File: config.mk
export PLATFORM = sky130hd
export DESIGN_NAME = decodeStage
export DESIGN_NICKNAME = d
export VERILOG_FILES = /design/src/decodePkg.sv /design/src/controlDecoder.sv /design/src/registerFile.sv /design/src/operandGen.sv /design/src/idExRegister.sv /design/src/decodeStage.sv
export SDC_FILE = /design/constraint.sdc
export NUM_CORES = 2
export LEC_CHECK = 0
export BUFFER_PORTS_ARGS = -buffer_cell sky130_fd_sc_hd__buf_2
export CAP_MARGIN = 20
export CELL_PAD_IN_SITES_DETAIL_PLACEMENT = 1
export CELL_PAD_IN_SITES_GLOBAL_PLACEMENT = 1
export CORE_MARGIN = 2
export CORE_UTILIZATION = 41
export CTS_CLUSTER_DIAMETER = 50
export DETAILED_ROUTE_END_ITERATION = 6
export PLACE_DENSITY = 0.76
export RECOVER_POWER = 25
export SYNTH_ARGS = -nofsm -noshare
export SYNTH_HDL_FRONTEND = slang
export SYNTH_SLANG_ARGS = --single-unit
File: constraint.sdc
create_clock -name Clock -period 6.6 [get_ports Clock]
set_input_delay 1.98 -clock Clock [delete_from_list [all_inputs] [get_ports Clock]]
set_output_delay 1.98 -clock Clock [all_outputs]
set_load 0.1 [all_outputs]
File: src/decodePkg.sv
// Decode stage package
// Instruction formats, opcode and function codes, control bundle
// and the ID/EX record shared by the decode stage blocks

`default_nettype none

package decodePkg;

    //--------------------------------------------------
    // Widths
    //--------------------------------------------------
    localparam int dataWidth    = 32;
    localparam int regAddrWidth = 5;
    localparam int regCount     = 32;
    localparam int linkReg      = 31;     // Return address register for jal

    //--------------------------------------------------
    // Opcodes and function codes
    //--------------------------------------------------
    localparam logic [5:0] opRType = 6'h00;
    localparam logic [5:0] opJ     = 6'h02;
    localparam logic [5:0] opJal   = 6'h03;
    localparam logic [5:0] opBeq   = 6'h04;
    localparam logic [5:0] opAddi  = 6'h08;
    localparam logic [5:0] opAddiu = 6'h09;
    localparam logic [5:0] opAndi  = 6'h0C;
    localparam logic [5:0] opOri   = 6'h0D;
    localparam logic [5:0] opLui   = 6'h0F;
    localparam logic [5:0] opLw    = 6'h23;
    localparam logic [5:0] opSw    = 6'h2B;

    localparam logic [5:0] fnJr    = 6'h08;
    localparam logic [5:0] fnMult  = 6'h18;
    localparam logic [5:0] fnAdd   = 6'h20;   // ALU codes for immediate forms
    localparam logic [5:0] fnAddu  = 6'h21;
    localparam logic [5:0] fnSub   = 6'h22;
    localparam logic [5:0] fnAnd   = 6'h24;
    localparam logic [5:0] fnOr    = 6'h25;

    // Operand selects
    typedef enum logic [1:0] {
        immSign,
        immZero,
        immUpper,
        immJump
    } immSelT;

    typedef enum logic [1:0] {
        dstRt,
        dstRd,
        dstLink
    } dstSelT;

    //--------------------------------------------------
    // Instruction word, one view per format
    //--------------------------------------------------
    typedef struct packed {
        logic [5:0]              opcode;
        logic [regAddrWidth-1:0] rs;
        logic [regAddrWidth-1:0] rt;
        logic [regAddrWidth-1:0] rd;
        logic [4:0]              shamt;
        logic [5:0]              funct;
    } rFmtT;

    typedef struct packed {
        logic [5:0]              opcode;
        logic [regAddrWidth-1:0] rs;
        logic [regAddrWidth-1:0] rt;
        logic [15:0]             imm16;
    } iFmtT;

    typedef struct packed {
        logic [5:0]  opcode;
        logic [25:0] target26;
    } jFmtT;

    typedef union packed {
        rFmtT rFmt;
        iFmtT iFmt;
        jFmtT jFmt;
    } instrT;

    // Execute, memory and writeback controls
    typedef struct packed {
        logic       branch;
        logic       jump;
        logic       jumpReg;
        logic       memRead;
        logic       memToReg;
        logic       memWrite;
        logic       aluSrc;       // Second ALU operand is immData
        logic       aluOp;        // ALU op taken from the R-type funct
        logic       mulOp;
        logic       regWrite;
        logic [5:0] aluFunc;
    } ctrlT;

    typedef struct packed {
        ctrlT                    ctrl;
        logic [dataWidth-1:0]    pcInc;
        logic [dataWidth-1:0]    rsData;
        logic [dataWidth-1:0]    rtData;
        logic [dataWidth-1:0]    immData;
        logic [regAddrWidth-1:0] dstAddr;
        logic [4:0]              shamt;
    } idExT;

endpackage

`default_nettype wire

File: src/controlDecoder.sv
// Control decoder
// Maps opcode and function fields to the execute, memory and
// writeback controls plus the immediate and destination selects

`timescale 1ns/1ns
`default_nettype none

module controlDecoder (
    input  wire [5:0]         opcode,
    input  wire [5:0]         funct,
    output decodePkg::ctrlT   ctrl,
    output decodePkg::immSelT immSel,
    output decodePkg::dstSelT dstSel
);
    import decodePkg::*;

    always_comb begin
        ctrl   = '0;              // Unknown opcodes fall out as a no-op
        immSel = immSign;
        dstSel = dstRt;

        case (opcode)
            opRType: begin
                ctrl.regWrite = 1'b1;
                ctrl.aluOp    = 1'b1;
                ctrl.aluFunc  = funct;
                dstSel        = dstRd;
                case (funct)
                    fnMult: ctrl.mulOp = 1'b1;
                    fnJr: begin
                        ctrl.jumpReg  = 1'b1;
                        ctrl.regWrite = 1'b0;   // jr writes nothing
                    end
                    default: ;
                endcase
            end

            //--------------------------------------------------
            // Immediate arithmetic and logic
            //--------------------------------------------------
            opAddi: begin
                ctrl.aluSrc   = 1'b1;
                ctrl.regWrite = 1'b1;
                ctrl.aluFunc  = fnAdd;
            end
            opAddiu: begin
                ctrl.aluSrc   = 1'b1;
                ctrl.regWrite = 1'b1;
                ctrl.aluFunc  = fnAddu;
            end
            opAndi: begin
                ctrl.aluSrc   = 1'b1;
                ctrl.regWrite = 1'b1;
                ctrl.aluFunc  = fnAnd;
                immSel        = immZero;
            end
            opOri: begin
                ctrl.aluSrc   = 1'b1;
                ctrl.regWrite = 1'b1;
                ctrl.aluFunc  = fnOr;
                immSel        = immZero;
            end
            opLui: begin
                ctrl.aluSrc   = 1'b1;
                ctrl.regWrite = 1'b1;
                ctrl.aluFunc  = fnOr;     // rs is r0, result is the upper immediate
                immSel        = immUpper;
            end

            // Memory access
            opLw: begin
                ctrl.memRead  = 1'b1;
                ctrl.memToReg = 1'b1;
                ctrl.aluSrc   = 1'b1;
                ctrl.regWrite = 1'b1;
                ctrl.aluFunc  = fnAdd;    // Base plus offset
            end
            opSw: begin
                ctrl.memWrite = 1'b1;
                ctrl.aluSrc   = 1'b1;
                ctrl.aluFunc  = fnAdd;
            end

            // Control flow
            opBeq: begin
                ctrl.branch  = 1'b1;
                ctrl.aluFunc = fnSub;     // Compare rs and rt
            end
            opJ: begin
                ctrl.jump = 1'b1;
                immSel    = immJump;
            end
            opJal: begin
                ctrl.jump     = 1'b1;
                ctrl.regWrite = 1'b1;
                immSel        = immJump;
                dstSel        = dstLink;
            end

            default: ;
        endcase
    end

endmodule

`default_nettype wire

File: src/registerFile.sv
// Register file
// 32 by 32 architectural registers, written by the writeback stage,
// two combinational read ports with write-through bypass, r0 reads zero

`timescale 1ns/1ns
`default_nettype none

module registerFile (
    input  wire                                Clock,
    input  wire                                reset,
    input  wire                                writeEnable,
    input  wire [decodePkg::regAddrWidth-1:0]  writeAddr,
    input  wire [decodePkg::dataWidth-1:0]     writeData,
    input  wire [decodePkg::regAddrWidth-1:0]  rsAddr,
    input  wire [decodePkg::regAddrWidth-1:0]  rtAddr,
    output logic [decodePkg::dataWidth-1:0]    rsData,
    output logic [decodePkg::dataWidth-1:0]    rtData
);
    import decodePkg::*;

    logic [dataWidth-1:0] regs [regCount];

    always_ff @(posedge Clock) begin
        if (reset) begin
            for (int i = 0; i < regCount; i++) begin
                regs[i] <= '0;
            end
        end else if (writeEnable && writeAddr != '0) begin
            regs[writeAddr] <= writeData;       // r0 is never written
        end
    end

    // Shared read path for both ports
    function automatic logic [dataWidth-1:0] readPort(
        input logic [regAddrWidth-1:0] addr
    );
        if (addr == '0)
            return '0;
        else if (writeEnable && writeAddr == addr)
            return writeData;                   // Same-cycle bypass
        else
            return regs[addr];
    endfunction

    always_comb begin
        rsData = readPort(rsAddr);
        rtData = readPort(rtAddr);
    end

    // A stored word reads back on the next cycle unless overwritten again
    property writeReadsBack;
        @(posedge Clock) disable iff (reset)
            (writeEnable && writeAddr != '0) |=>
                (rsAddr != $past(writeAddr) ||
                 (writeEnable && writeAddr == rsAddr) ||
                 rsData == $past(writeData));
    endproperty

    assert property (writeReadsBack)
        else $error("registerFile: written value not read back");

endmodule

`default_nettype wire

File: src/operandGen.sv
// Operand generator
// Builds the immediate operand in one of four forms and picks the
// destination register for writeback

`timescale 1ns/1ns
`default_nettype none

module operandGen (
    input  wire decodePkg::instrT               instr,
    input  wire decodePkg::immSelT              immSel,
    input  wire decodePkg::dstSelT              dstSel,
    output logic [decodePkg::dataWidth-1:0]     immData,
    output logic [decodePkg::regAddrWidth-1:0]  dstAddr
);
    import decodePkg::*;

    logic [15:0] imm16;

    assign imm16 = instr.iFmt.imm16;

    //--------------------------------------------------
    // Immediate forms
    //--------------------------------------------------
    always_comb begin
        case (immSel)
            immSign:  immData = {{16{imm16[15]}}, imm16};
            immZero:  immData = {16'h0000, imm16};         // andi, ori
            immUpper: immData = {imm16, 16'h0000};         // lui
            immJump:  immData = {6'd0, instr.jFmt.target26};
            default:  immData = '0;
        endcase
    end

    // Destination register
    always_comb begin
        case (dstSel)
            dstRd:   dstAddr = instr.rFmt.rd;
            dstLink: dstAddr = regAddrWidth'(linkReg);    // jal return address
            default: dstAddr = instr.iFmt.rt;
        endcase
    end

endmodule

`default_nettype wire

File: src/idExRegister.sv
// ID/EX pipeline register
// Loads the decoded instruction, holds on stall and drops it on flush,
// controls forced to zero whenever the entry is not valid

`timescale 1ns/1ns
`default_nettype none

module idExRegister (
    input  wire                  Clock,
    input  wire                  reset,
    input  wire                  stall,
    input  wire                  flush,
    input  wire                  inValid,
    input  wire decodePkg::idExT decoded,
    output logic                 outValid,
    output decodePkg::idExT      idEx
);
    import decodePkg::*;

    ctrlT ctrlQ;
    idExT dataQ;

    // Valid and control bits, flush wins over stall
    always_ff @(posedge Clock) begin
        if (reset) begin
            outValid <= 1'b0;
            ctrlQ    <= '0;
        end else if (flush) begin
            outValid <= 1'b0;
            ctrlQ    <= '0;
        end else if (!stall) begin
            outValid <= inValid;
            ctrlQ    <= inValid ? decoded.ctrl : '0;   // Bubble carries no writes
        end
    end

    // Operand payload
    always_ff @(posedge Clock) begin
        if (!stall) begin
            dataQ <= decoded;
        end
    end

    always_comb begin
        idEx      = dataQ;
        idEx.ctrl = ctrlQ;
    end

    //--------------------------------------------------
    // Checks
    //--------------------------------------------------
    assert property (@(posedge Clock) disable iff (reset) flush |=> !outValid)
        else $error("idExRegister: outValid high after flush");

    assert property (@(posedge Clock) disable iff (reset)
        (stall && !flush) |=> ($stable(outValid) && $stable(idEx)))
        else $error("idExRegister: entry changed during stall");

endmodule

`default_nettype wire

File: src/decodeStage.sv
// Instruction decode stage
// Decodes one fetched instruction, reads its source registers and
// forms the operands, then registers the result into ID/EX

`timescale 1ns/1ns
`default_nettype none

module decodeStage (
    input  wire                                Clock,
    input  wire                                reset,
    input  wire                                inValid,
    input  wire decodePkg::instrT              instruction,
    input  wire [decodePkg::dataWidth-1:0]     pcInc,
    input  wire                                stall,
    input  wire                                flush,
    input  wire                                wbEnable,
    input  wire [decodePkg::regAddrWidth-1:0]  wbAddr,
    input  wire [decodePkg::dataWidth-1:0]     wbData,
    output logic                               outValid,
    output decodePkg::idExT                    idEx
);
    import decodePkg::*;

    ctrlT                    ctrl;
    immSelT                  immSel;
    dstSelT                  dstSel;
    logic [dataWidth-1:0]    rsData;
    logic [dataWidth-1:0]    rtData;
    logic [dataWidth-1:0]    immData;
    logic [regAddrWidth-1:0] dstAddr;
    idExT                    decoded;

    //--------------------------------------------------
    // Combinational decode
    //--------------------------------------------------
    controlDecoder u_controlDecoder (
        .opcode (instruction.rFmt.opcode),
        .funct  (instruction.rFmt.funct),
        .ctrl   (ctrl),
        .immSel (immSel),
        .dstSel (dstSel)
    );

    registerFile u_registerFile (
        .Clock       (Clock),
        .reset       (reset),
        .writeEnable (wbEnable),
        .writeAddr   (wbAddr),
        .writeData   (wbData),
        .rsAddr      (instruction.rFmt.rs),
        .rtAddr      (instruction.rFmt.rt),
        .rsData      (rsData),
        .rtData      (rtData)
    );

    operandGen u_operandGen (
        .instr   (instruction),
        .immSel  (immSel),
        .dstSel  (dstSel),
        .immData (immData),
        .dstAddr (dstAddr)
    );

    // Assemble the ID/EX record
    always_comb begin
        decoded.ctrl    = ctrl;
        decoded.pcInc   = pcInc;          // Passed on for branches and jal
        decoded.rsData  = rsData;
        decoded.rtData  = rtData;
        decoded.immData = immData;
        decoded.dstAddr = dstAddr;
        decoded.shamt   = instruction.rFmt.shamt;
    end

    idExRegister u_idExRegister (
        .Clock    (Clock),
        .reset    (reset),
        .stall    (stall),
        .flush    (flush),
        .inValid  (inValid),
        .decoded  (decoded),
        .outValid (outValid),
        .idEx     (idEx)
    );

endmodule

`default_nettype wire

==> results.sh <==
export IMPL_status="complete, but fails checks"
export IMPL_violations="max-capacitance violations, max-slew violations"
export IMPL_worst_path_largest_cell_delay_ns=1.08
export IMPL_synthCells=4007
export IMPL_layout_min_cycle_time_ns=5.612
export IMPL_synth_edf_count=1162
export IMPL_clk_pin_slew_ns=0.06
export IMPL_avgViaCountPerCell=6.800
export IMPL_seqCellArea_mm2=0.03521
export IMPL_power_total_mw=19.10
export IMPL_synth_top_cell_area_share_pct=58.06
export IMPL_cp_end_kind="register"
export IMPL_dp_hpwl_um=137100
export IMPL_cp_buffers_inverters=2
export IMPL_critical_path_class="input port to register"
export IMPL_cts_root_buf="clkbuf_16"
export IMPL_muxShareOfSynthArea_pct=18.97
export IMPL_synth_cell_area_mm2=0.06010
export IMPL_drv_slew=132
export IMPL_finalHoldViolCount=0
export IMPL_place_gp_congestion=0.8829
export IMPL_reg2reg_slack_ns=4.16
export IMPL_fin_crit_sh_pct=85.03
export IMPL_multi_input_area_mm2=0.02341
export IMPL_ant_nets=0
export IMPL_cts_setup_buffers=0
export IMPL_cp_num_cells=6
export IMPL_slew_headroom_pct=-84.12
export IMPL_rsz0062_at_grt="no"
export IMPL_ctsHoldBuffers=0
export IMPL_crit_fanout=32
export IMPL_synth_top_family_by_area="multiplexers"
export IMPL_drt_total_wl_um=236000
export IMPL_worstRegToRegCells=5
export IMPL_hold_path_class="register to register"
export IMPL_synth_flop_cell="edfxtp_1"
export IMPL_vdd_ir_drop_max_mv=0.2775
export IMPL_synth_adder_area_share_pct=0.04164
export IMPL_critPathTopFamily="simple AND/OR/NAND/NOR gates"
export IMPL_routedWlPerCell_um=38.08
export IMPL_die_area_mm2=0.1497
export IMPL_drive_gt1_share_pct=23.81
export IMPL_fin_nets=4268
export IMPL_path_cells="clkbuf_1 > nand2b_1 > or3_1 > nor2_1 > or2_0 > buf_4"
export IMPL_grt_pass1_vias=42760
export IMPL_overflow=0
export IMPL_syn2layout_area_growth_pct=13.12
export IMPL_die_height_um=386.9
export IMPL_synth_distinct_cells=60
export IMPL_cts_sinks=1178
export IMPL_tns_ns=0
export IMPL_placed_cell_area_mm2=0.06375
export IMPL_cp_start_kind="input port"
export IMPL_io_pins=262
export IMPL_crit_required_ns=7.02
export IMPL_cts_resized=0
export IMPL_fill_cells=14270
export IMPL_tritoncts="done"
export IMPL_fin_area_mm2=0.06799
export IMPL_hold_path_depth=2
export IMPL_synth_seq_cells=1178
export IMPL_num_rows=140
export IMPL_setup_viol=0
export IMPL_arrival_ns=6.03
export IMPL_max_cap_violations=4
export IMPL_first_iter_violations=7304
export IMPL_route_detailed_drc=0
export IMPL_synth_simple_area_share_pct=13.56
export IMPL_finalClockSkew_ns=0.03564
export IMPL_cts_buffers=137
export IMPL_seq_area_frac_synth_pct=58.59
export IMPL_worstSkewPairLatency_ns=0.80
export IMPL_avgSynthCellArea_um2=15.00
export IMPL_final_cell_mix="1,162 x edfxtp_1, 947 x and2_1, 447 x mux4_2"
export IMPL_vias=42140
export IMPL_cts_max_level=4
export IMPL_initial_utilization_pct=41.29
export IMPL_clock_path_buffers=3
export IMPL_synth_compound_area_share_pct=5.615
export IMPL_critPathSlowestCell="or2_0"
export IMPL_antenna_found_initial=40
export IMPL_core_area_mm2=0.1456
export IMPL_tightestPinTransition_ns=2.762
export IMPL_layout_commonest_cell="edfxtp_1"
export IMPL_gr_usage_all_layers_pct=31.05
export IMPL_synth_xor_area_share_pct=0.1020
export IMPL_yosys_area_top_type="edfxtp_1"
export IMPL_port_buffers=261
export IMPL_ys_warnings_count=0
export IMPL_synth_area_leaders="edfxtp_1 58%, mux4_2 17%, and2_1 11%"
export IMPL_dr_pass1_iters=6
export IMPL_power_leakage_nw=23.36
export IMPL_fp_dieW_um=386.9
export IMPL_clock_fmax_mhz=178.2
export IMPL_grt_max_degree=93
export IMPL_grt_pass1_wl_um=327300
export IMPL_p_per_area_mw_per_mm2=280.9
export IMPL_synthArstFlopShare_pct=0
metal layers:
layer  share of wire, %  vias up  global-route usage [%]
li1                   -    15780                       -
met1                 35    21630                   40.09
met2                 44     3925                   45.95
met3                 15      787                   10.27
met4                5.9       14                   17.63
met5              0.097        -                  0.4147
Yosys cell counts (all sizes together), types with 8 or more instances:
cell     instances
nand3            9
a221o           10
clkbuf         310
nor2            61
o2bb2ai          9
inv             10
edfxtp        1162
a31oi           34
nor2b           54
a32o            19
and2          1025
a22oi           34
o22ai           64
dfxtp           16
mux2i          131
a21oi           27
a2111o          18
mux4           447
a211o            8
nand2          106
a211oi          86
nand4           12
o21ai           17
buf            115
o22a            11
o221ai          20
nor4            35
a22o            71
or2             33
or3              9
where the power goes:
group          total (mW)  leakage (nW)  internal [mW]  switching, mW
sequential           8.98          11.2           8.69          0.289
clock                7.51          2.08           4.26           3.25
combinational        2.60          10.1          0.804           1.80
total                19.1          23.4           13.8           5.33
per-stage QoR:
stage	worst slack [ns]	hold slack, ns	utilization (%)	cells
2_1_floorplan	0.5717	0.7980	-	4038
6_report	0.9881	0.4726	46.70	6197
3_5_place_dp	1.442	0.4578	43.80	5934
3_3_place_gp	1.546	0.4503	43.78	5933
5_1_grt	1.104	0.4926	46.68	6184
4_1_cts	2.280	0.4673	46.76	6173
cells by family after synthesis:
kind of cell	after synthesis
AO/OA/AOI/OAI	440
XOR/XNOR	7
adder cells (fa/ha/maj)	2
buffers and inverters	435
flip-flops	1178
multiplexers	580
other	1
AND/OR/NAND/NOR	1364
final timing paths:
| check | end | from |
|---|---|---|
| worst max-delay path | u_registerFile.regs[22][30] | reset |
| worst max register to register | u_idExRegister.idEx[63] | u_registerFile.regs[27][21] |
| worst min register to register | u_idExRegister.idEx[143] | u_idExRegister.idEx[143] |
| worst min-delay path | u_idExRegister.idEx[143] | u_idExRegister.idEx[143] |
layout make-up:
type	count	area share, %
Sequential cell	1178	51.80
Multi-Input combinational cell	2425	34.43
Clock buffer	169	5.438
Timing Repair Buffer	407	3.764
Tap cell	1917	3.528
Clock inverter	70	0.9000
Antenna cell	21	0.07730
Inverter	10	0.06441
worst reg2reg max path: cells and delay by family, from the launching register on:
kind             cells  cell delay [ns]
AO/OA/AOI/OAI        2             0.91
flip-flops           1             0.40
multiplexers         1             0.47
AND/OR/NAND/NOR      2             0.40
registers in the layout (all words and copies together), names as in the netlist:
name                     flops
u_registerFile.regs       1024
u_idExRegister.idEx        153
u_idExRegister.outValid      1
No activity file was read; power rests on OpenSTA's default activity.
